===== config.mk =====
export PLATFORM = sky130hd
export DESIGN_NAME = udma_ch_addrgen
export DESIGN_NICKNAME = d
export VERILOG_FILES = /design/src/udma_pkg.sv /design/src/udma_ch_addrgen.sv
export SDC_FILE = /design/constraint.sdc
export NUM_CORES = 1
export LEC_CHECK = 0
export BUFFER_PORTS_ARGS = -buffer_cell sky130_fd_sc_hd__buf_2
export CAP_MARGIN = 15
export CORE_ASPECT_RATIO = 0.8
export CORE_UTILIZATION = 31
export CTS_CLUSTER_SIZE = 30
export DETAILED_ROUTE_END_ITERATION = 10
export GPL_TIMING_DRIVEN = 1
export MAX_ROUTING_LAYER = met4
export RECOVER_POWER = 50
export SLEW_MARGIN = 25
export SYNTH_ARGS = -nofsm -noshare
export SYNTH_HDL_FRONTEND = slang
export SYNTH_SLANG_ARGS = --single-unit

===== constraint.sdc =====
create_clock -name clk_i -period 4.3 [get_ports clk_i]
set_clock_uncertainty 0.05 [all_clocks]
set_input_delay 1.29 -clock clk_i [delete_from_list [all_inputs] [get_ports clk_i]]
set_output_delay 1.29 -clock clk_i [all_outputs]
set_load 0.1 [all_outputs]

===== src/udma_pkg.sv =====
`default_nettype none

package udma_pkg;

	localparam int REG_DW = 32;

	// L2 byte address without the fixed upper bits.
	typedef logic [17:0] l2_addr_t;
	typedef logic [15:0] trans_size_t;
	typedef logic [1:0] datasize_t;
	typedef logic [1:0] stream_t;
	typedef logic [2:0] stream_id_t;
	typedef logic [1:0] reg_off_t;
	typedef logic [REG_DW-1:0] reg_data_t;

	// Beat width codes.
	localparam datasize_t DS_BYTE = 2'd0;
	localparam datasize_t DS_HALF = 2'd1;
	localparam datasize_t DS_WORD = 2'd2;
	localparam datasize_t DS_RSVD = 2'd3;

	// Register offsets inside one channel.
	localparam reg_off_t REG_SADDR  = 2'd0;
	localparam reg_off_t REG_SIZE   = 2'd1;
	localparam reg_off_t REG_CFG    = 2'd2;
	localparam reg_off_t REG_STATUS = 2'd3;

	// CFG field positions.
	localparam int CFG_CONT_BIT   = 0;
	localparam int CFG_DS_LSB     = 1;
	localparam int CFG_EN_BIT     = 4;
	localparam int CFG_CLR_BIT    = 5;
	localparam int CFG_STREAM_LSB = 6;
	localparam int CFG_SID_LSB    = 8;

	// STATUS flags above the byte count.
	localparam int STAT_EN_BIT   = 16;
	localparam int STAT_PEND_BIT = 17;

endpackage

`default_nettype wire


===== src/udma_ch_addrgen.sv =====
`timescale 1ns/10ps
`default_nettype none

module udma_ch_addrgen (
	input  logic                   clk_i,
	input  logic                   rstn_i,
	input  udma_pkg::l2_addr_t     cfg_startaddr_i,
	input  udma_pkg::trans_size_t  cfg_size_i,
	input  logic                   cfg_continuous_i,
	input  logic                   cfg_en_i,
	input  logic                   cfg_clr_i,
	input  udma_pkg::datasize_t    cfg_datasize_i,
	input  udma_pkg::stream_t      cfg_stream_i,
	input  udma_pkg::stream_id_t   cfg_stream_id_i,
	input  logic                   not_stall_i,
	input  logic                   grant_i,
	output udma_pkg::l2_addr_t     curr_addr_o,
	output udma_pkg::trans_size_t  bytes_left_o,
	output logic [1:0]             curr_bytes_o,
	output logic                   pending_o,
	output logic                   ch_en_o,
	output logic                   event_o,
	output logic                   sot_o,
	output udma_pkg::stream_t      stream_o,
	output udma_pkg::stream_id_t   stream_id_o
);

	udma_pkg::l2_addr_t    r_addr;
	udma_pkg::l2_addr_t    s_addr;
	udma_pkg::trans_size_t r_cnt;
	udma_pkg::trans_size_t s_cnt;
	udma_pkg::stream_t     r_stream;
	udma_pkg::stream_t     s_stream;
	udma_pkg::stream_id_t  r_stream_id;
	udma_pkg::stream_id_t  s_stream_id;
	udma_pkg::trans_size_t s_beat;
	logic                  r_en;
	logic                  s_en;
	logic                  r_pending;
	logic                  s_pending;
	logic                  r_event;
	logic                  s_event;
	logic                  r_sot;
	logic                  s_sot;
	logic                  s_last;
	logic                  s_step;
	logic                  s_ds_ok;

	assign curr_addr_o  = r_addr;
	assign bytes_left_o = r_cnt;
	assign pending_o    = r_pending;
	assign ch_en_o      = r_en;
	assign event_o      = r_event;
	assign sot_o        = r_sot;
	assign stream_o     = r_stream;
	assign stream_id_o  = r_stream_id;

	always_comb begin : proc_beat
		case (cfg_datasize_i)
			udma_pkg::DS_BYTE: s_beat = 16'd1;
			udma_pkg::DS_HALF: s_beat = 16'd2;
			udma_pkg::DS_WORD: s_beat = 16'd4;
			default:           s_beat = 16'd0;
		endcase
	end

	assign s_ds_ok = (cfg_datasize_i != udma_pkg::DS_RSVD);
	assign s_last  = (r_cnt <= s_beat);
	assign s_step  = r_en && grant_i && not_stall_i;

	// Last beat carries only the bytes that remain.
	assign curr_bytes_o = s_last ? (r_cnt[1:0] - 2'd1) : (s_beat[1:0] - 2'd1);

	always_comb begin : proc_next
		s_addr      = r_addr;
		s_cnt       = r_cnt;
		s_stream    = r_stream;
		s_stream_id = r_stream_id;
		s_en        = r_en;
		s_pending   = r_pending;
		s_event     = 1'b0;
		s_sot       = 1'b0;
		if (cfg_clr_i) begin
			s_addr    = '0;
			s_cnt     = '0;
			s_en      = 1'b0;
			s_pending = 1'b0;
		end else if (cfg_en_i && !r_en) begin
			if (s_ds_ok) begin
				s_addr      = cfg_startaddr_i;
				s_cnt       = cfg_size_i;
				s_stream    = cfg_stream_i;
				s_stream_id = cfg_stream_id_i;
				s_en        = 1'b1;
				s_sot       = 1'b1;
			end
		end else if (s_step) begin
			if (s_last) begin
				s_event = 1'b1;
				if (cfg_continuous_i || r_pending || cfg_en_i) begin
					// Restart from the programmed buffer.
					s_addr      = cfg_startaddr_i;
					s_cnt       = cfg_size_i;
					s_stream    = cfg_stream_i;
					s_stream_id = cfg_stream_id_i;
					s_sot       = 1'b1;
					s_pending   = 1'b0;
				end else begin
					s_addr = '0;
					s_cnt  = '0;
					s_en   = 1'b0;
				end
			end else begin
				s_addr = r_addr + udma_pkg::l2_addr_t'(s_beat);
				s_cnt  = r_cnt - s_beat;
				if (cfg_en_i) begin
					s_pending = 1'b1;
				end
			end
		end else if (cfg_en_i) begin
			s_pending = 1'b1;
		end
	end

	always_ff @(posedge clk_i or negedge rstn_i) begin : proc_regs
		if (!rstn_i) begin
			r_addr      <= '0;
			r_cnt       <= '0;
			r_stream    <= '0;
			r_stream_id <= '0;
			r_en        <= 1'b0;
			r_pending   <= 1'b0;
			r_event     <= 1'b0;
			r_sot       <= 1'b0;
		end else begin
			r_addr      <= s_addr;
			r_cnt       <= s_cnt;
			r_stream    <= s_stream;
			r_stream_id <= s_stream_id;
			r_en        <= s_en;
			r_pending   <= s_pending;
			r_event     <= s_event;
			r_sot       <= s_sot;
		end
	end

	// The arbiter must only pick channels that have work.
	a_grant_needs_en: assert property (
		@(posedge clk_i) disable iff (!rstn_i) grant_i |-> ch_en_o
	);

endmodule

`default_nettype wire


==> flow_summary_export.csv <==
group,metric,value,unit
flow_run,drv_cap,1,
synthesis,synth_seq_cells,43,
critical_path,setup.worst_path.start,"cfg_datasize_i[1]",
clock_network,cts.sinks,43,
critical_path,slowest_delay,370,ps
critical_path,worstReg2RegEnd,"stream_id_o[1]",
place,routabilityCongestion,0.911,
clock_network,clk_root_buffer_cell,"clkbuf_16",
place,place_area,0.00374,sq mm
synthesis,yosys_warnings,0,
pwr,p_sw_frac,0.452,
die,core,0.00923,sq mm
synthesis,ys_types,55,
timing,period_minus_slack,4230,ps
place,port_buffers,92,
routing,dr.pass1.iters,8,
timing,finalSetupTns,0,ps
die,die_w,112,um
routing,initialDrtViolationCount,222,
critical_path,cp_slowest_cell,"fa_2",
critical_path,path_buf_inv,3,
synthesis,yosysTopAreaCellShare,0.359,
die,io_pins,93,
final_layout,drive_above_1_share,0.274,
clock_network,cts_buffers,5,
critical_path,cp-endpoint,"curr_bytes_o[0]",
synthesis,syn-num-nets,392,
final_layout,postLayoutCellArea,0.00391,sq mm
final_layout,multi_input_area,0.00191,sq mm
final_layout,fill_cells,940,
final_layout,insertedDiodeCount,0,
pwr,pwr-share-seq,0.293,
synthesis,yosys.area.top_type,"dfrtp_1",
clock_network,path_clk_slew,60,ps
place,hpwl,7300,um
clock_network,clkLatencyLatePin,290,ps
global_routing,grt_pass1_vias,2891,
critical_path,rr_startpoint,"bytes_left_o[12]",
critical_path,worstPathArrival,2890,ps
pwr,ir_drop,0.153,mV
routing,wl,9980,um
routing,viasPerCell,5.68,
final_layout,regArea,0.00108,sq mm
global_routing,track_usage,0.207,
pwr,p_per_area,449,mW/mm^2
critical_path,worstSetupPathType,"in -> out",
timing,tightest_slew,2430,ps
timing,grt_setup_unrepaired,"no",
die,initial_core_util,0.325,
critical_path,cp-end-kind,"output pin",
global_routing,grt_max_degree,44,
synthesis,synth_ff_type,"dfrtp_1",
critical_path,cp.depth,9,
worst_hold_path,hold_path_class,"reg -> reg",
outcome,status,"complete, but fails checks",
synthesis,ys_seq_area_frac,0.359,
synthesis,post_synth.cell_area_avg,8.92,sq um
routing,ant_nets,0,
final_layout,area_growth,30.4,%
synthesis,synth-async-reset-ratio,1.00,
synthesis,synth_area_leaders,"dfrtp_1, a221o_1, nor3_1",
critical_path,critPathTopFamily,"simple AND/OR/NAND/NOR gates",
pwr,leakage,1.76,nW
final_layout,final_core_utilization,0.423,
final_layout,finalNetCount,486,
pwr,p_switching,0.000793,W
die,fp-row-count,31,
routing,drc_errors,6,
routing,num_vias,3104,
timing,worst_slack,71.3,ps
outcome,violations,"design-rule violations, max-capacitance violations, max-slew violations",
timing,finalCritPeriodShare,0.983,
critical_path,path_cells,"buf_2, nand2b_1, inv_1, fa_2, nor2b_4, o21ai_2, nand3_4, mux2i_4, buf_12",
critical_path,cp_max_fo,5,
pwr,totalPowerFinal,0.00175,W
critical_path,cp-start-kind,"input pin",
global_routing,antenna_found_initial,0,
pwr,internal-power,0.000960,W
global_routing,grt_overflow,0,
critical_path,ff2ff_setup_slack,1120,ps
timing,fmax,0.236,GHz
clock_network,htreeDepth,2,
timing,finalSetupViolCount,0,
synthesis,synth_edf_count,0,
synthesis,netlist_instances,336,
routing,avgRoutedWirePerCell,18.3,um
place,place_ws,17.2,ps
critical_path,crit_required,2960,ps
timing,maxSlewViolCount,44,
clock_network,clockBufferDepth,2,
global_routing,grt_pass1_wl,15900,um
pwr,clkPwrFrac,0.285,
pwr,combPwrFrac,0.422,
die,die_area,0.0101,sq mm
critical_path,r2r_cells,5,
clock_network,cts_tree,"done",
timing,hold_viol_final,0,
synthesis,netlist_area,0.00300,sq mm
timing,slew_headroom,-0.618,
die,die_h,89.9,um
## logic make-up (layout without fill, tap and decap cells)
group	after synthesis	after routing	synth area share
and+or+nand+nor	136	136	0.244
AOI/OAI and AO/OA	104	104	0.257
DFF	43	43	0.359
buffers and inverters	25	120	0.0359
muxes	11	11	0.0397
xor gates and xnor gates	9	9	0.0263
adders and majority gates	8	8	0.0384
## timing repair
action                                 CTS  global route
gates resized for setup                  0             1
setup endpoints to repair                0             2
endpoints found under the hold margin    0             0
buffers inserted                         0             0
hold buffers                             0             0
## flip-flops by register name (all words and copies together) (netlist names)
register      flops
ch_en_o           1
stream_o          2
bytes_left_o     16
event_o           1
sot_o             1
stream_id_o       3
curr_addr_o      18
pending_o         1
## cells in the mapped netlist (3+ instances only)
cell type	n
and3_1	7
a21o_1	8
ha_1	6
o31ai_1	9
o21ai_0	18
a21oi_1	16
nand3b_1	3
o31a_1	4
or2_2	4
xnor2_1	5
inv_1	6
and2_1	7
nand3_1	15
o22ai_1	4
or4_1	3
o21a_1	4
nor4_1	5
mux2_2	7
a22oi_1	6
dfrtp_1	43
nand2_1	21
xor2_1	4
nand2b_1	4
a211oi_1	3
mux2i_1	4
clkbuf_1	15
or3_1	6
nor3_1	19
nand4_1	6
nor2_1	23
nor2b_1	5
a221o_1	13
## cell type report
| type | count | share of cell area |
|---|---|---|
| Multi-Input combinational cell | 268 | 0.488 |
| Sequential cell | 43 | 0.275 |
| Timing Repair Buffer | 106 | 0.145 |
| Tap cell | 115 | 0.0368 |
| Clock buffer | 6 | 0.0330 |
| Clock inverter | 2 | 0.0154 |
| Inverter | 6 | 0.00577 |
## power by group through the flow
| stage | Combinational (W) | Clock (W) | Sequential (W) |
|---|---|---|---|
| 2_1_floorplan | 0.000257 | 0 | 0.000835 |
| 3_3_place_gp | 0.000736 | 0 | 0.000515 |
| 3_5_place_dp | 0.000744 | 0 | 0.000518 |
| 4_1_cts | 0.000745 | 0.000507 | 0.000511 |
| 5_1_grt | 0.000780 | 0.000519 | 0.000522 |
| 6_report | 0.000740 | 0.000500 | 0.000513 |
## how the worst min path moves through the flow
stage / slack, ps / from / depth (start not counted) / to
3_3_place_gp: 430 / stream_id_o[0] / 1 / stream_id_o[0]
5_1_grt: 480 / stream_id_o[2] / 1 / stream_id_o[2]
2_1_floorplan: 940 / rstn_i / 0 / bytes_left_o[0]
3_5_place_dp: 440 / stream_o[1] / 1 / stream_o[1]
6_report: 460 / stream_o[1] / 1 / stream_o[1]
4_1_cts: 450 / stream_o[1] / 1 / stream_o[1]
## layout by cell type, fill, tap and decap left out, types with 4 or more instances in the layout
cell / n
a21oi_1: 16
nand2_1: 21
xor2_1: 4
a21o_1: 8
or3_1: 6
and3_1: 7
clkbuf_16: 5
nor4_1: 5
inv_1: 6
o31ai_1: 9
o21a_1: 4
or2_2: 4
a22oi_1: 6
mux2_2: 7
nor2_1: 22
a221o_1: 13
clkbuf_1: 24
ha_1: 4
nor3_1: 19
nand2b_1: 4
buf_4: 14
nand3_1: 14
and2_1: 7
o21ai_0: 16
dfrtp_1: 43
o22ai_1: 4
o31a_1: 4
nand4_1: 6
nor2b_1: 4
xnor2_1: 5
buf_2: 67
## routing by layer
layer	track usage	routed length (um)	up-vias
met2	0.303	4400	107
li1	-	-	1478
met5	-	0	-
met4	0.0518	110	0
met3	0.0297	533	9
met1	0.299	4940	1510
## through the flow
step                std cells  hold WS, ps
floorplan                 336          944
global placement          538          433
detailed placement        538          440
CTS                       546          455
global route              546          484
finish                    546          455
Power figures use the tool's default switching activity.
