==> src/udma_pkg.sv <==
`default_nettype none

package udma_pkg;

	localparam int REG_DW = 32;

	// L2 byte address without the fixed upper bits.
	typedef logic [17:0] l2_addr_t;
	typedef logic [15:0] trans_size_t;
	typedef logic [1:0] datasize_t;
	typedef logic [1:0] stream_t;
	typedef logic [2:0] stream_id_t;
	typedef logic [1:0] reg_off_t;
	typedef logic [REG_DW-1:0] reg_data_t;

	// Beat width codes.
	localparam datasize_t DS_BYTE = 2'd0;
	localparam datasize_t DS_HALF = 2'd1;
	localparam datasize_t DS_WORD = 2'd2;
	localparam datasize_t DS_RSVD = 2'd3;

	// Register offsets inside one channel.
	localparam reg_off_t REG_SADDR  = 2'd0;
	localparam reg_off_t REG_SIZE   = 2'd1;
	localparam reg_off_t REG_CFG    = 2'd2;
	localparam reg_off_t REG_STATUS = 2'd3;

	// CFG field positions.
	localparam int CFG_CONT_BIT   = 0;
	localparam int CFG_DS_LSB     = 1;
	localparam int CFG_EN_BIT     = 4;
	localparam int CFG_CLR_BIT    = 5;
	localparam int CFG_STREAM_LSB = 6;
	localparam int CFG_SID_LSB    = 8;

	// STATUS flags above the byte count.
	localparam int STAT_EN_BIT   = 16;
	localparam int STAT_PEND_BIT = 17;

endpackage

`default_nettype wire

==> src/udma_l2_req.sv <==
`timescale 1ns/10ps
`default_nettype none

module udma_l2_req #(
	parameter int N_CH = 2,
	localparam int CH_W = (N_CH > 1) ? $clog2(N_CH) : 1
) (
	input  logic                  clk_i,
	input  logic                  rstn_i,
	input  logic [N_CH-1:0]       grant_i,
	input  udma_pkg::l2_addr_t    addr_i [N_CH],
	input  logic [1:0]            curr_bytes_i [N_CH],
	input  udma_pkg::stream_t     stream_i [N_CH],
	input  udma_pkg::stream_id_t  stream_id_i [N_CH],
	output logic                  l2_req_o,
	output udma_pkg::l2_addr_t    l2_addr_o,
	output logic [3:0]            l2_be_o,
	output logic                  l2_we_o,
	output udma_pkg::stream_t     l2_stream_o,
	output udma_pkg::stream_id_t  l2_stream_id_o
);

	logic [CH_W-1:0] s_sel;
	logic [2:0]      s_nbytes;
	logic [4:0]      s_mask;
	logic [3:0]      s_be;

	always_comb begin : proc_sel
		s_sel = '0;
		for (int i = 0; i < N_CH; i++) begin
			if (grant_i[i]) begin
				s_sel = CH_W'(i);
			end
		end
	end

	// Byte lanes from the beat length and the address offset.
	assign s_nbytes = {1'b0, curr_bytes_i[s_sel]} + 3'd1;
	assign s_mask   = (5'd1 << s_nbytes) - 5'd1;
	assign s_be     = s_mask[3:0] << addr_i[s_sel][1:0];

	always_ff @(posedge clk_i or negedge rstn_i) begin : proc_req
		if (!rstn_i) begin
			l2_req_o <= 1'b0;
		end else begin
			l2_req_o <= |grant_i;
		end
	end

	always_ff @(posedge clk_i) begin : proc_payload
		if (|grant_i) begin
			l2_addr_o      <= {addr_i[s_sel][$bits(udma_pkg::l2_addr_t)-1:2], 2'b00};
			l2_be_o        <= s_be;
			// Channel 0 is the RX side and writes into L2.
			l2_we_o        <= (s_sel == '0);
			l2_stream_o    <= stream_i[s_sel];
			l2_stream_id_o <= stream_id_i[s_sel];
		end
	end

	a_req_has_be: assert property (
		@(posedge clk_i) disable iff (!rstn_i) l2_req_o |-> (l2_be_o != 4'b0000)
	);

endmodule

`default_nettype wire

==> config.mk <==
export PLATFORM = sky130hd
export DESIGN_NAME = udma_l2_req
export DESIGN_NICKNAME = d
export VERILOG_FILES = /design/src/udma_pkg.sv /design/src/udma_l2_req.sv
export SDC_FILE = /design/constraint.sdc
export NUM_CORES = 1
export LEC_CHECK = 0
export ABC_AREA = 0
export BUFFER_PORTS_ARGS = -buffer_cell sky130_fd_sc_hd__buf_2
export CAP_MARGIN = 20
export CORE_MARGIN = 8
export CORE_UTILIZATION = 37
export CTS_CLUSTER_SIZE = 40
export DETAILED_ROUTE_END_ITERATION = 8
export PLACE_DENSITY_LB_ADDON = 0.2
export SYNTH_ARGS = -nofsm -noshare
export SYNTH_HDL_FRONTEND = slang
export SYNTH_SLANG_ARGS = --single-unit
==> constraint.sdc <==
create_clock -name clk_i -period 0.8 [get_ports clk_i]
set_input_delay 0.04 -clock clk_i [delete_from_list [all_inputs] [get_ports clk_i]]
set_output_delay 0.04 -clock clk_i [all_outputs]
set_load 0.05 [all_outputs]
==> metrics.cfg, run 1 <==
[run_status]
status=complete, but fails checks
violations=negative setup slack

[clock_tree]
htree_levels=1
numCtsBuffers=3
cts_setup_buffers=0
cts_max_path_buffers=2
cts.clk_slew.worst_paths_ps=140
clkSinkCount=27
root_buffer=clkbuf_4
cts_tree=yes

[timing]
hold_violations=0
timing.fmax_mhz=1050
fin_hold_ws_ps=19.1
rsz0062_at_grt=yes
fin_ws_ps=-153
timing.final.crit_share_pct=119
finalSetupViolCount=27
report.final.slew_viol_count=0
fin_crit_ps=953

[global_route]
grt_pass1_wl_um=4530
grt_pass1_vias=1045
antenna_found_initial=0
grt_max_degree=15
grt.overflow.total=0
met3_usage_pct=4.53
grt.busiest_layer=met2
grtUsageMet2_pct=18.9
met1_usage_pct=10.8
grt_usage_pct=10.7

[final_layout]
insertedDiodeCount=0
syn_to_final_growth_pct=60.4
num-fill-cells=248
drive_above_1_share_pct=69.5
utilization_pct=63.0
fin_nets=219

[yosys]
synth.avg_cell_area_um2=16.3
synth.area.mux_share_pct=21.6
synth_adder_area_share_pct=0
synth_compound_area_share_pct=5.18
yosysWarningCount=0
synth.ff_latch_count=27
ys_types=22
synthesis.area_um2=1210
synth_xor_area_share_pct=0
syn_inst=74
seq_area_frac_synth_pct=66.7
synth_top_family_by_area=multiplexers
synth-edff-count=26
synth-async-reset-ratio_pct=3.70
ys.flop_type=edfxtp_1
synth-simple-area-share_pct=2.90

[placement]
place_congestion=0.753
post-dp-hpwl_um=2470
dpl_worst_slack_ps=-255
port_buffers=80

[drt]
routed-via-count=929
drtPass1Iterations=3
drtIter0Drc=38
drt-total-wl_um=3010
drc_errors=0
antenna_left=0
viasPerCell=4.47
routedWlPerCell_um=14.5

[power_and_ir_drop]
p_per_area_nw_per_um2=1890
leakagePower_nw=0.857
irDropWorstVdd_uv=864

[worst_setup_path]
critical_path_required_ps=760
crit_fanout=1
cp_slowest_cell=edfxtp_1
crit_start=l2_we_o
crit_end=l2_we_o
crit_type=reg2out
worstSetupEndpointType=output pin
critPathLaunchType=flip-flop
worst-path-stages=1
crit_path_cell_trace=buf_6
crit_family=flip-flops
cp_data_arrival_time_ps=910
critPathBufInv=1
slowest_delay_ps=430

[floorplanning]
dieArea_um2=5350
rows=20
io_pins=83
dieWidth_um=73.2
core-area_um2=3080
start_util_pct=39.3
die_h_um=73.2

[min_path]
worstHoldPathType=in2reg

[job]
cap_violations=0

-- sequential cells by signal, summed over array words and instances (netlist names) --
name            cells
l2_stream_o         2
l2_stream_id_o      3
l2_req_o            1
l2_be_o             4
l2_addr_o          16
l2_we_o             1
-- cells by family after synthesis --
logic type | after synthesis
flops | 27
mux | 23
compound gates | 9
simple gates | 7
buf+inv | 7
other cells | 1
-- cell usage in the layout, fill, tap and decap left out, types with 2 or more instances in the layout --
cell type	instances
buf_6	27
buf_4	6
nor2_1	2
edfxtp_1	26
dlygate4sd3_1	2
conb_1	2
clkbuf_4	3
buf_2	53
mux2_2	21
a211oi_1	2
o21ai_0	2
inv_1	2
buf_12	2
-- routing by layer --
layer	wire length (µm)	vias up
met4	44	0
met5	0	-
li1	-	460
met3	354	4
met1	1090	417
met2	1520	48
-- cell usage after synthesis (all sizes together), types with 2 or more instances --
library cell | number | area (µm²)
mux2 | 22 | 251
nor2 | 2 | 7.51
inv | 2 | 7.51
buf | 5 | 32.5
edfxtp | 26 | 781
a211oi | 2 | 15.0
o21ai | 2 | 10.0
-- how the worst min path moves through the flow --
| stage | start | endpoint | slack, ps | depth (start not counted) |
|---|---|---|---|---|
| 5_1_grt | addr_i[25] | l2_addr_o[7] | 0.3 | 2 |
| 6_report | addr_i[15] | l2_addr_o[15] | 20 | 2 |
| 4_1_cts | addr_i[23] | l2_addr_o[5] | 6 | 2 |
| 3_3_place_gp | rstn_i | l2_req_o | -180 | 1 |
| 3_5_place_dp | rstn_i | l2_req_o | -180 | 1 |
| 2_1_floorplan | rstn_i | l2_req_o | -260 | 0 |
-- power breakdown --
part	total (mW)	internal [mW]	leakage (nW)	switching, mW
clock network	0.564	0.194	0.0150	0.369
logic	1.29	0.521	0.567	0.774
registers	1.80	1.73	0.275	0.0707
total	3.66	2.45	0.857	1.21
-- cell type report --
| cell class | count | area (µm²) | area share (%) |
|---|---|---|---|
| tap | 44 | 55.1 | 2.84 |
| timing repair buffer | 90 | 674 | 34.8 |
| sequential | 27 | 806 | 41.6 |
| clock buffer | 4 | 26.3 | 1.36 |
| inverter | 2 | 7.51 | 0.387 |
| multi-input combinational | 41 | 369 | 19.0 |
-- what timing repair did --
item | CTS | global route
hold endpoints to repair | 1 | 0
hold buffers | 2 | 0
gates resized for setup | 54 | 0
setup endpoints to repair | 27 | 27
-- per-stage QoR --
| stage | power [mW] | instance area (µm²) | TNS (ps) | cells |
|---|---|---|---|---|
| 2_1_floorplan | 2.57 | 1220 | 0 | 75 |
| 3_3_place_gp | 2.89 | 1720 | -5800 | 202 |
| 3_5_place_dp | 2.91 | 1720 | -6970 | 202 |
| 4_1_cts | 3.70 | 1940 | -3780 | 208 |
| 5_1_grt | 3.80 | 1940 | -4530 | 208 |
| 6_report | 3.66 | 1940 | -3340 | 208 |
Note: power is estimated with default switching activity, not from simulation.
==> inputs of run 2 (changes only) <==
--- a/config.mk
+++ b/config.mk
@@ -8,8 +8,10 @@
 export ABC_AREA = 0
 export BUFFER_PORTS_ARGS = -buffer_cell sky130_fd_sc_hd__buf_2
 export CAP_MARGIN = 20
+export CELL_PAD_IN_SITES_DETAIL_PLACEMENT = 1
+export CELL_PAD_IN_SITES_GLOBAL_PLACEMENT = 1
 export CORE_MARGIN = 8
-export CORE_UTILIZATION = 37
+export CORE_UTILIZATION = 27
 export CTS_CLUSTER_SIZE = 40
 export DETAILED_ROUTE_END_ITERATION = 8
 export PLACE_DENSITY_LB_ADDON = 0.2
==> metrics.cfg, run 2 (synthesized netlist as in run 1, its figures left out) <==
[final_layout]
largestRegisters=l2_addr_o: 16 flops, l2_be_o: 4 flops, l2_stream_id_o: 3 flops
syn_to_final_growth_pct=58.5
final_common_cell=buf_2
largest_register=l2_addr_o
stdcell_count=211
drive_above_1_share_pct=69.8
num-fill-cells=465
largest_register_ff_count=16
fin_nets=214
layout_common_cells=buf_2, buf_6, edfxtp_1, mux2_2
insertedDiodeCount=0

[clock_tree]
cts_tree=yes
numCtsBuffers=3
cts_setup_buffers=0
cts_max_path_buffers=2
htree_levels=1
cts.clk_slew.worst_paths_ps=100
root_buffer=clkbuf_8
clkSinkCount=27

[worst_setup_path]
critical_path_required_ps=760
cp_slowest_cell=edfxtp_1
cp_data_arrival_time_ps=850
crit_fanout=1
critPathLaunchType=flip-flop
crit_type=reg2out
worstSetupEndpointType=output pin
crit_family=flip-flops
crit_path_cell_trace=buf_6
critPathBufInv=1
slowest_delay_ps=410

[run_status]
violations=negative setup slack
status=complete, but fails checks

[power_and_ir_drop]
leakagePower_nw=0.838
sw_frac_of_total_pct=33.0
p_switching_mw=1.27
comb_power_share_pct=33.0
p_per_area_nw_per_um2=2010
intPower_mw=2.58
irDropWorstVdd_uv=731
seqPwrFrac_pct=46.8
clkPwrFrac_pct=20.2

[drt]
drt-total-wl_um=3440
routed-via-count=936
routedWlPerCell_um=16.3
drtIter0Drc=43
drc_errors=0
antenna_left=0
drtPass1Iterations=3
viasPerCell=4.44

[floorplanning]
die_h_um=82.9
start_util_pct=28.0
rows=24
io_pins=83
dieArea_um2=6870
dieWidth_um=82.9
core-area_um2=4320

[timing]
timing.fmax_mhz=1120
finalSetupViolCount=27
rsz0062_at_grt=yes
hold_violations=0
fin_crit_ps=893
tns_ps=-1860
fin_ws_ps=-93.4
fin_hold_ws_ps=57.3
report.final.slew_viol_count=0
timing.final.crit_share_pct=112

[global_route]
grt.overflow.total=0
grt_max_degree=28
grt_pass1_wl_um=5570
grt_usage_pct=9.88
grt_pass1_vias=1114
antenna_found_initial=0

[placement]
placed_cells=206
post-dp-hpwl_um=2830
port_buffers=80
place_congestion=0.707

[min_path]
worstHoldPathType=in2async

[job]
cap_violations=0

[run 2: worst max path at each step]
stage          slack, ps           from  cells after the start        endpoint
3_3_place_gp        -190     grant_i[1]                      3  l2_stream_o[1]
4_1_cts             -110  l2_addr_o[17]                      1   l2_addr_o[17]
3_5_place_dp        -250     grant_i[1]                      5      l2_be_o[2]
5_1_grt             -140  l2_addr_o[17]                      1   l2_addr_o[17]
2_1_floorplan         30     grant_i[1]                      2   l2_addr_o[10]
6_report             -90  l2_addr_o[17]                      1   l2_addr_o[17]
[run 2: metal layers]
layer / part of all wire, % / GRT usage [%] / up-vias
met5: 0 / 0 / -
met4: 0.52 / 3.35 / 0
met3: 10 / 4.69 / 2
met2: 51 / 16.9 / 51
met1: 38 / 10.3 / 433
li1: - / - / 450
[run 2: through the flow]
stage / setup slack [ps] / utilization (%) / area [µm²] / power (mW)
floorplan: 28.7 / - / 1220 / 2.57
detailed placement: -249 / 39.1 / 1690 / 2.90
finish: -93.4 / 44.3 / 1920 / 3.85
global route: -143 / 44.3 / 1920 / 4.03
CTS: -109 / 44.3 / 1920 / 3.91
global placement: -192 / 39.1 / 1690 / 2.87
[run 2: timing repair]
item	CTS	global route
gates cloned	0	0
setup endpoints to repair	27	27
hold buffers	1	0
pin swaps	0	0
endpoints found under the hold margin	1	0
resized for setup	54	0
[run 2: power by group through the flow]
stage	combinational (mW)	clock [mW]	sequential, mW
2_1_floorplan	0.212	0	2.36
3_3_place_gp	1.08	0	1.79
3_5_place_dp	1.10	0	1.79
4_1_cts	1.29	0.820	1.80
5_1_grt	1.33	0.882	1.82
6_report	1.27	0.779	1.80
[run 2: cell type report]
type | count | area (µm²) | share of cell area (%)
well taps | 52 | 65.1 | 3.40
clock buffers | 3 | 41.3 | 2.16
multi-input cells | 41 | 369 | 19.3
flip-flops and latches | 27 | 806 | 42.1
repair buffers | 85 | 622 | 32.5
clock inverters | 1 | 5.00 | 0.261
inverters | 2 | 7.51 | 0.392
