**config.mk**
```make
export PLATFORM = sky130hd
export DESIGN_NAME = udma_ch_regs
export DESIGN_NICKNAME = d
export VERILOG_FILES = /design/src/udma_pkg.sv /design/src/udma_ch_regs.sv
export SDC_FILE = /design/constraint.sdc
export NUM_CORES = 1
export LEC_CHECK = 0
export BUFFER_PORTS_ARGS = -buffer_cell sky130_fd_sc_hd__buf_2
export CORE_MARGIN = 4
export CORE_UTILIZATION = 50
export DETAILED_ROUTE_END_ITERATION = 16
export PLACE_DENSITY = 0.95
export REMOVE_ABC_BUFFERS = 1
export SLEW_MARGIN = 10
export SYNTH_ARGS = -nofsm -noshare
export SYNTH_HDL_FRONTEND = slang
export SYNTH_SLANG_ARGS = --single-unit
```
**constraint.sdc**
```tcl
create_clock -name clk_i -period 3.6 [get_ports clk_i]
set_input_delay 0.72 -clock clk_i [delete_from_list [all_inputs] [get_ports clk_i]]
set_output_delay 0.72 -clock clk_i [all_outputs]
set_load 0.1 [all_outputs]
```
**src/udma_pkg.sv**
```systemverilog
`default_nettype none

package udma_pkg;

	localparam int REG_DW = 32;

	// L2 byte address without the fixed upper bits.
	typedef logic [17:0] l2_addr_t;
	typedef logic [15:0] trans_size_t;
	typedef logic [1:0] datasize_t;
	typedef logic [1:0] stream_t;
	typedef logic [2:0] stream_id_t;
	typedef logic [1:0] reg_off_t;
	typedef logic [REG_DW-1:0] reg_data_t;

	// Beat width codes.
	localparam datasize_t DS_BYTE = 2'd0;
	localparam datasize_t DS_HALF = 2'd1;
	localparam datasize_t DS_WORD = 2'd2;
	localparam datasize_t DS_RSVD = 2'd3;

	// Register offsets inside one channel.
	localparam reg_off_t REG_SADDR  = 2'd0;
	localparam reg_off_t REG_SIZE   = 2'd1;
	localparam reg_off_t REG_CFG    = 2'd2;
	localparam reg_off_t REG_STATUS = 2'd3;

	// CFG field positions.
	localparam int CFG_CONT_BIT   = 0;
	localparam int CFG_DS_LSB     = 1;
	localparam int CFG_EN_BIT     = 4;
	localparam int CFG_CLR_BIT    = 5;
	localparam int CFG_STREAM_LSB = 6;
	localparam int CFG_SID_LSB    = 8;

	// STATUS flags above the byte count.
	localparam int STAT_EN_BIT   = 16;
	localparam int STAT_PEND_BIT = 17;

endpackage

`default_nettype wire

```
**src/udma_ch_regs.sv**
```systemverilog
`timescale 1ns/10ps
`default_nettype none

module udma_ch_regs (
	input  logic                   clk_i,
	input  logic                   rstn_i,
	input  logic                   reg_valid_i,
	input  logic                   reg_we_i,
	input  udma_pkg::reg_off_t     reg_off_i,
	input  udma_pkg::reg_data_t    reg_wdata_i,
	output udma_pkg::reg_data_t    rdata_o,
	input  udma_pkg::trans_size_t  bytes_left_i,
	input  logic                   ch_en_i,
	input  logic                   pending_i,
	output udma_pkg::l2_addr_t     startaddr_o,
	output udma_pkg::trans_size_t  size_o,
	output logic                   continuous_o,
	output udma_pkg::datasize_t    datasize_o,
	output udma_pkg::stream_t      stream_o,
	output udma_pkg::stream_id_t   stream_id_o,
	output logic                   en_o,
	output logic                   clr_o
);

	logic                s_wr;
	logic                s_rd;
	logic                s_wr_cfg;
	udma_pkg::reg_data_t s_rdata;

	assign s_wr     = reg_valid_i && reg_we_i;
	assign s_rd     = reg_valid_i && !reg_we_i;
	assign s_wr_cfg = s_wr && (reg_off_i == udma_pkg::REG_CFG);

	always_ff @(posedge clk_i or negedge rstn_i) begin : proc_cfg
		if (!rstn_i) begin
			startaddr_o  <= '0;
			size_o       <= '0;
			continuous_o <= 1'b0;
			datasize_o   <= udma_pkg::DS_BYTE;
			stream_o     <= '0;
			stream_id_o  <= '0;
			en_o         <= 1'b0;
			clr_o        <= 1'b0;
		end else begin
			// Enable and clear last one cycle.
			en_o  <= s_wr_cfg && reg_wdata_i[udma_pkg::CFG_EN_BIT];
			clr_o <= s_wr_cfg && reg_wdata_i[udma_pkg::CFG_CLR_BIT];
			if (s_wr && (reg_off_i == udma_pkg::REG_SADDR)) begin
				startaddr_o <= reg_wdata_i[$bits(udma_pkg::l2_addr_t)-1:0];
			end
			if (s_wr && (reg_off_i == udma_pkg::REG_SIZE)) begin
				size_o <= reg_wdata_i[$bits(udma_pkg::trans_size_t)-1:0];
			end
			if (s_wr_cfg) begin
				continuous_o <= reg_wdata_i[udma_pkg::CFG_CONT_BIT];
				datasize_o   <= reg_wdata_i[udma_pkg::CFG_DS_LSB +: 2];
				stream_o     <= reg_wdata_i[udma_pkg::CFG_STREAM_LSB +: 2];
				stream_id_o  <= reg_wdata_i[udma_pkg::CFG_SID_LSB +: 3];
			end
		end
	end

	always_comb begin : proc_rmux
		s_rdata = '0;
		case (reg_off_i)
			udma_pkg::REG_SADDR: s_rdata[$bits(udma_pkg::l2_addr_t)-1:0] = startaddr_o;
			udma_pkg::REG_SIZE:  s_rdata[$bits(udma_pkg::trans_size_t)-1:0] = size_o;
			udma_pkg::REG_CFG: begin
				s_rdata[udma_pkg::CFG_CONT_BIT]        = continuous_o;
				s_rdata[udma_pkg::CFG_DS_LSB +: 2]     = datasize_o;
				s_rdata[udma_pkg::CFG_STREAM_LSB +: 2] = stream_o;
				s_rdata[udma_pkg::CFG_SID_LSB +: 3]    = stream_id_o;
			end
			default: begin
				s_rdata[$bits(udma_pkg::trans_size_t)-1:0] = bytes_left_i;
				s_rdata[udma_pkg::STAT_EN_BIT]             = ch_en_i;
				s_rdata[udma_pkg::STAT_PEND_BIT]           = pending_i;
			end
		endcase
	end

	always_ff @(posedge clk_i or negedge rstn_i) begin : proc_rdata
		if (!rstn_i) begin
			rdata_o <= '0;
		end else if (s_rd) begin
			rdata_o <= s_rdata;
		end
	end

endmodule

`default_nettype wire

```
==> key figures, run 1 <==
Global routing
  – Largest net degree at the start of global routing: 39
  – Vias in the first global route: 2189
  – First-pass GRT wire length: between 10000 and 15000 um
  – Initial antenna violation count: 0
  – Congestion Overflow GR: 0
  – Gr usage total: 0.1925

CTS
  – Longest Clk Path Bufs: 2
  – Post-CTS Repair Setup Buffers: 0
  – Inserted Clock Buffers: 9
  – Clock-pin slew of the registers on the worst-case setup and hold paths: around 0.070 ns
  – CTS H-tree lvls: 3
  – Post_cts resized: 0
  – Worst skew pair latency: 0.32 ns
  – Clock sink count: 62
  – Root buffer cell: clkbuf_8
  – Cts-stage hold buffer count: 0
  – CTS tree: done

Setup path
  – CP Capture Type: flip-flop
  – Reg2reg start: stream_id_o[0]
  – Element type at the critical path start: input port
  – Critical path type: input port to flip-flop
  – CP cell instances: buf_2, nor3_4, buf_4, mux2_2
  – Worst-path maximum fanout: 21
  – Arrival @ worst endpoint: roughly 2.2 ns
  – Critical path data required time: 3.80 ns
  – CP max stage delay: 0.45 ns
  – Slowest CP cell: nor3_4
  – Worst reg2reg setup slack: 2.36 ns
  – Path depth of the worst reg2reg path: 2
  – R2R Path End: rdata_o[8]

Placement
  – Port-buffer cells: a little over 100
  – Post-DP HPWL: roughly 4400 um
  – RePlAce Congestion: 0.7753
  – Placed inst area: 3307 um2

Run status
  – Status: completed

Synth
  – Adder-cell share of the synthesized area: 0
  – Yosys reg bits: 62
  – Synth top cells by count: dfrtp_1 (62), mux2_2 (48), buf_4 (16)
  – Most common cell in the netlist: dfrtp_1
  – Async SR Flop Fraction: 1.000
  – Synth top area cells: dfrtp_1 (55%), mux2_2 (19%), mux4_2 (6.4%)
  – Synth Area in Compound Gates: 0.05169
  – Register area share after synthesis: 0.5526
  – Largest family of logic cells by synthesized area: multiplexers
  – Cells after Synth: around 200
  – Synth Area in XOR/XNOR: 0
  – Synth cell types: 21
  – Mapped Avg Cell Area: 14.32 um2
  – Top cell type's share of synthesized area: 0.5526
  – Number of synthesized flops with an enable pin: 0
  – Mapped Area: roughly 2800 um2
  – Top_reg_cell synth: dfrtp_1
  – Yosys top cell by area: dfrtp_1
  – Mux cell area share after synthesis: 0.2852
  – Simple-Gate Fraction of Synth Area: 0.04590
  – Yosys warnings: 0

STA
  – Max Clock Skew: 0.005244 ns
  – Final setup viols: 0
  – Slew Viols, Final: 0
  – Min cycle time layout: about 2.0 ns
  – Slew @ Worst Pin: slightly above 1 ns
  – RSZ-0062 raised after global routing: false
  – F_max: 499.4 MHz
  – Period utilisation layout: 0.5562
  – Final hold viol count: 0
  – Relative slew slack: 0.3216
  – Fin Setup TNS: 0 ns

Final layout
  – FF/Latch Area: ~1600 um2
  – Synth-to-Final Area Change: 23.71%
  – Fin nets: 357
  – Filler instances: around 430
  – Multi-input gate area: ~1100 um2
  – Fin area: about 3500 um2
  – Share of layout cells above drive strength 1: 0.5850
  – # diodes: 0

Route
  – Iter 0 DRT Violations: roughly 110
  – DRT Wirelength: 6252 um
  – Drc violations: 0
  – ANT nets after route: 0
  – Pre-antenna DRT Iters: 4
  – DR vias: approximately 1900
  – Drt via density: slightly above 5
  – Wirelength per Cell: approximately 17 um

Floorplanning
  – CORE AREA: 5473 um2
  – Initial core utilization: 0.5130
  – Row cnt: 27
  – Die H: roughly 83 um
  – Ports: 132
  – Die W: 82.94 um
  – Die area: about 6900 um2

Power
  – Power Total: 3093 uW
  – Leakage power: about 0.0018 uW
  – Maximum vdd drop: between 500 and 600 uV
  – PwrDens: between 800 and 900 nW/um2

Worst hold path
  – Hold Crit Class: input port to asynchronous set/reset pin

Run
  – MaxCap Viol Count: 0
worst max-delay path: cells and delay by family:
family,cells,cell delay (ns)
buffers and inverters,2,0.65
muxes,1,0.37
and+or+nand+nor,1,0.45
registers in the layout, indices dropped and copies added, names as in the netlist:
name          cells
rdata_o          18
datasize_o        2
startaddr_o      18
size_o           16
continuous_o      1
clr_o             1
stream_id_o       3
stream_o          2
en_o              1
routing by layer:
layer  part of all wire  vias up  global-route usage
li1                   -      897                   -
met5                  0        -                   0
met3              0.072        8             0.06052
met4              0.011        0             0.06984
met2               0.50       71              0.3280
met1               0.42      956              0.2288
cell families (layout without fill, tap and decap cells):
| kind of cell | Yosys count | in the layout |
|---|---|---|
| compound gates | 22 | 22 |
| buf+inv | 26 | 123 |
| flops | 62 | 62 |
| mux | 64 | 64 |
| other cells | 1 | 14 |
| simple gates | 21 | 21 |
how the worst max path moves through the flow:
stage	startpoint	slack, ns	endpoint	depth (start not counted)
2_1_floorplan	reg_valid_i	1.81	startaddr_o[16]	3
3_3_place_gp	reg_off_i[0]	1.24	size_o[14]	3
3_5_place_dp	reg_off_i[0]	1.23	startaddr_o[14]	4
4_1_cts	reg_off_i[0]	1.57	size_o[6]	3
5_1_grt	reg_off_i[0]	1.47	size_o[6]	3
6_report	reg_off_i[0]	1.60	startaddr_o[14]	4
report_power, final:
group | total (uW) | internal [uW] | switching, uW | leakage (uW)
Combinational | 1640 | 276 | 1360 | 0.000908
Sequential | 941 | 847 | 93.8 | 0.000760
Clock | 515 | 263 | 252 | 0.0000926
Total | 3090 | 1390 | 1710 | 0.00176
per-stage QoR:
| stage | setup slack [ns] | instances | hold slack [ns] | util |
|---|---|---|---|---|
| floorplan | 1.810 | 185 | 0.4244 | - |
| global placement | 1.241 | 362 | 0.4589 | 0.6043 |
| detailed placement | 1.231 | 362 | 0.4683 | 0.6043 |
| CTS | 1.565 | 378 | 0.3917 | 0.6347 |
| global route | 1.467 | 378 | 0.4190 | 0.6347 |
| finish | 1.598 | 378 | 0.3848 | 0.6347 |
cell usage in the layout, fill, tap and decap left out:
master,instances
mux4_2,8
nand4b_2,1
nor3_4,1
clkbuf_1,1
conb_1,14
o21ai_0,12
or2b_1,1
buf_2,103
clkbuf_8,10
and2_1,1
a22oi_1,2
nand4b_4,1
dfrtp_1,62
mux2_2,48
a2bb2oi_1,8
buf_4,2
inv_1,2
nand2_1,13
mux2i_1,8
clkinv_2,5
nor2_1,3
final cells by class:
cell class	count	share of cell area
multi-input combinational	121	0.3246
inverter	2	0.002161
clock buffer	11	0.04071
tap	72	0.02594
clock inverter	5	0.007205
timing repair buffer	105	0.1527
sequential	62	0.4467
Power figures use the tool's default switching activity.
==> run 2, diff against run 1 <==
- ABC_AREA: unset -> 1
- CORE_UTILIZATION: 50 -> 43
- PLACE_DENSITY: 0.95 -> 0.87
- clock period: 3.6 -> 1.7 ns (I/O delays scaled with it)
==> run 2 against run 1 <==
Net effect: clock skew rose by 0.00089 ns; global-route usage fell by 0.48 points; routed wire length rose by 21%; count of clock-buffer cells in the layout did not move; register-to-register slack got worse by 1.6 ns; sequential power rose by 100%; clock power rose by 110%; cell area rose by 5.8%; final cell count rose by 46%; core utilization fell by 9.7 points; die area rose by 23%; total power rose by 91%; critical path type is now flip-flop to output port; highest routed layer unchanged.
==> key figures, run 2 <==
CTS
  – Worst skew pair latency: between 0.3 and 0.4 ns
  – CTS H-tree lvls: 3
  – CTS tree: done
  – Clock sink count: between 60 and 70
  – Post_cts resized: 0
  – Longest Clk Path Bufs: 2
  – Clock-pin slew of the registers on the worst-case setup and hold paths: about 0.070 ns
  – Inserted Clock Buffers: 9
  – Post-CTS Repair Setup Buffers: 0
  – Cts-stage hold buffer count: 0
  – Root buffer cell: clkbuf_8

Synth
  – Yosys warnings: 0
  – Synth top cells by count: nand2_1 (127), dfrtp_1 (62), nand3_1 (36)
  – Yosys reg bits: a little over 60
  – Mapped Avg Cell Area: ~8.6 um2
  – Synth cell types: 21
  – Top cell type's share of synthesized area: 0.5120
  – Synth top area cells: dfrtp_1 (51%), nand2_1 (16%), o21ai_2 (6.9%)
  – Most common cell in the netlist: nand2_1
  – Cells after Synth: about 350
  – Number of synthesized flops with an enable pin: 0
  – Async SR Flop Fraction: 1.000
  – Top_reg_cell synth: dfrtp_1
  – Register area share after synthesis: 0.5120
  – Mapped Area: 3030 um2
  – Yosys top cell by area: dfrtp_1

Floorplanning
  – Initial core utilization: 0.4436
  – Ports: around 130
  – Die W: 91.95 um
  – Row cnt: 30
  – Die area: between 8000 and 9000 um2
  – CORE AREA: between 6000 and 7000 um2
  – Die H: roughly 92 um

Setup path
  – Critical path type: flip-flop to output port
  – Stages on the worst setup path: 1
  – Worst-path maximum fanout: 3
  – Critical path buffers and inverters: 1
  – CP max stage delay: approximately 0.44 ns
  – Element type at the critical path start: flip-flop
  – Slowest CP cell: buf_2
  – CP delay by family, top: buffers and inverters
  – Critical path data required time: between 1 and 1.5 ns
  – Path depth of the worst reg2reg path: 4
  – CP Capture Type: output port
  – CP cell instances: buf_2
  – Arrival @ worst endpoint: 1.16 ns

Power
  – PwrDens: about 1600 nW/um2
  – Leakage power: about 0.0021 uW
  – Switch share: 0.5419
  – Maximum vdd drop: around 760 uV
  – Int Power: between 2000 and 3000 uW
  – Power Total: just under 6000 uW
  – P_sw: approximately 3200 uW
  – Clock power frac: 0.186
  – Combinational power share: 0.489
  – Flop pwr share: 0.325

Global routing
  – Initial antenna violation count: 0
  – Largest net degree at the start of global routing: 63
  – Vias in the first global route: 2500
  – Gr usage total: 0.1877
  – First-pass GRT wire length: between 10000 and 15000 um
  – Congestion Overflow GR: 0

Final layout
  – Fin area: 3676 um2
  – # diodes: 0
  – Filler instances: between 600 and 700
  – FF/Latch Area: about 1600 um2
  – Util after Layout: 0.5381
  – Share of layout cells above drive strength 1: 0.3436
  – Regs by FF count: rdata_o: 18 flops, startaddr_o: 18 flops, size_o: 16 flops
  – Multi-input gate area: 1191 um2
  – Synth-to-Final Area Change: 21.30%
  – Most frequent cells in the layout: nand2_1 (127), buf_2 (103), dfrtp_1 (62)
  – Fin nets: roughly 500
  – Commonest non-fill, non-tap cell in the layout: nand2_1

STA
  – Fin Setup TNS: 0 ns
  – F_max: 668.4 MHz
  – Min cycle time layout: roughly 1.5 ns
  – Slew Viols, Final: 0
  – RSZ-0062 raised after global routing: false
  – Final setup viols: 0
  – Fin Hold WS: 0.006364 ns
  – Period utilisation layout: 0.8801
  – Final hold viol count: 0
  – Max Clock Skew: slightly above 0.006 ns

Run
  – MaxCap Viol Count: 0

Route
  – ANT nets after route: 0
  – Pre-antenna DRT Iters: 4
  – Wirelength per Cell: approximately 14 um
  – Iter 0 DRT Violations: 85
  – DRT Wirelength: 7592 um
  – DR vias: ~2600
  – Drt via density: around 4.8
  – Drc violations: 0

Placement
  – RePlAce Congestion: 0.7554
  – Placed inst area: 3515 um2
  – Post-DP HPWL: 5377 um
  – Port-buffer cells: 103

Run status
  – Status: completed

Worst hold path
  – Hold Crit Class: input port to asynchronous set/reset pin
run 2: power groups by stage:
stage               registers, uW  logic (uW)  clock network (uW)
finish                       1920        2890                1100
global route                 1960        3010                1200
CTS                          1920        2910                1130
detailed placement           1950        2910                   0
global placement             1930        2880                   0
floorplan                    3810         510                   0
run 2: through the flow:
stage / instances / setup WS [ns]
after floorplan: 333 / 0.3655
after global placement: 537 / 0.04417
after detailed placement: 537 / -0.001322
after CTS: 550 / 0.1745
after global routing: 550 / 0.1282
final: 550 / 0.2039
run 2: cell type report:
class,count,area share
Inverter,22,0.02349
Timing Repair Buffer,108,0.1538
Tap cell,96,0.03268
Clock inverter,2,0.002723
Sequential cell,62,0.4221
Multi-Input combinational cell,249,0.3240
Clock buffer,11,0.04118
run 2: routing by layer:
layer | vias to the layer above | routed length (um) | track usage
li1 | 1289 | - | -
met1 | 1230 | 3224 | 0.2379
met2 | 91 | 3715 | 0.3096
met3 | 11 | 525 | 0.03938
met4 | 0 | 127 | 0.08292
met5 | - | 0 | 0
run 2: cells by family (layout without fill, tap and decap cells):
logic type / Yosys count / in the layout / share of synthesized area
AND/OR/NAND/NOR: 187 / 187 / 0.2667
other: 1 / 14 / 0.001237
AO/OA/AOI/OAI: 48 / 48 / 0.1090
flip-flops: 62 / 62 / 0.5120
buffers and inverters: 54 / 143 / 0.1111
run 2: worst paths after layout:
path | from | to | slack, ns
worst max-delay path | size_o[6] | size_o[6] | 0.20
worst min-delay path | rstn_i | startaddr_o[15] | 0.006
worst max register to register | stream_id_o[0] | rdata_o[8] | 0.74
worst min register to register | rdata_o[9] | rdata_o[9] | 0.47
max in group asynchronous | rstn_i | rdata_o[0] | 1.43
min in group clk_i | reg_wdata_i[17] | startaddr_o[17] | 0.26
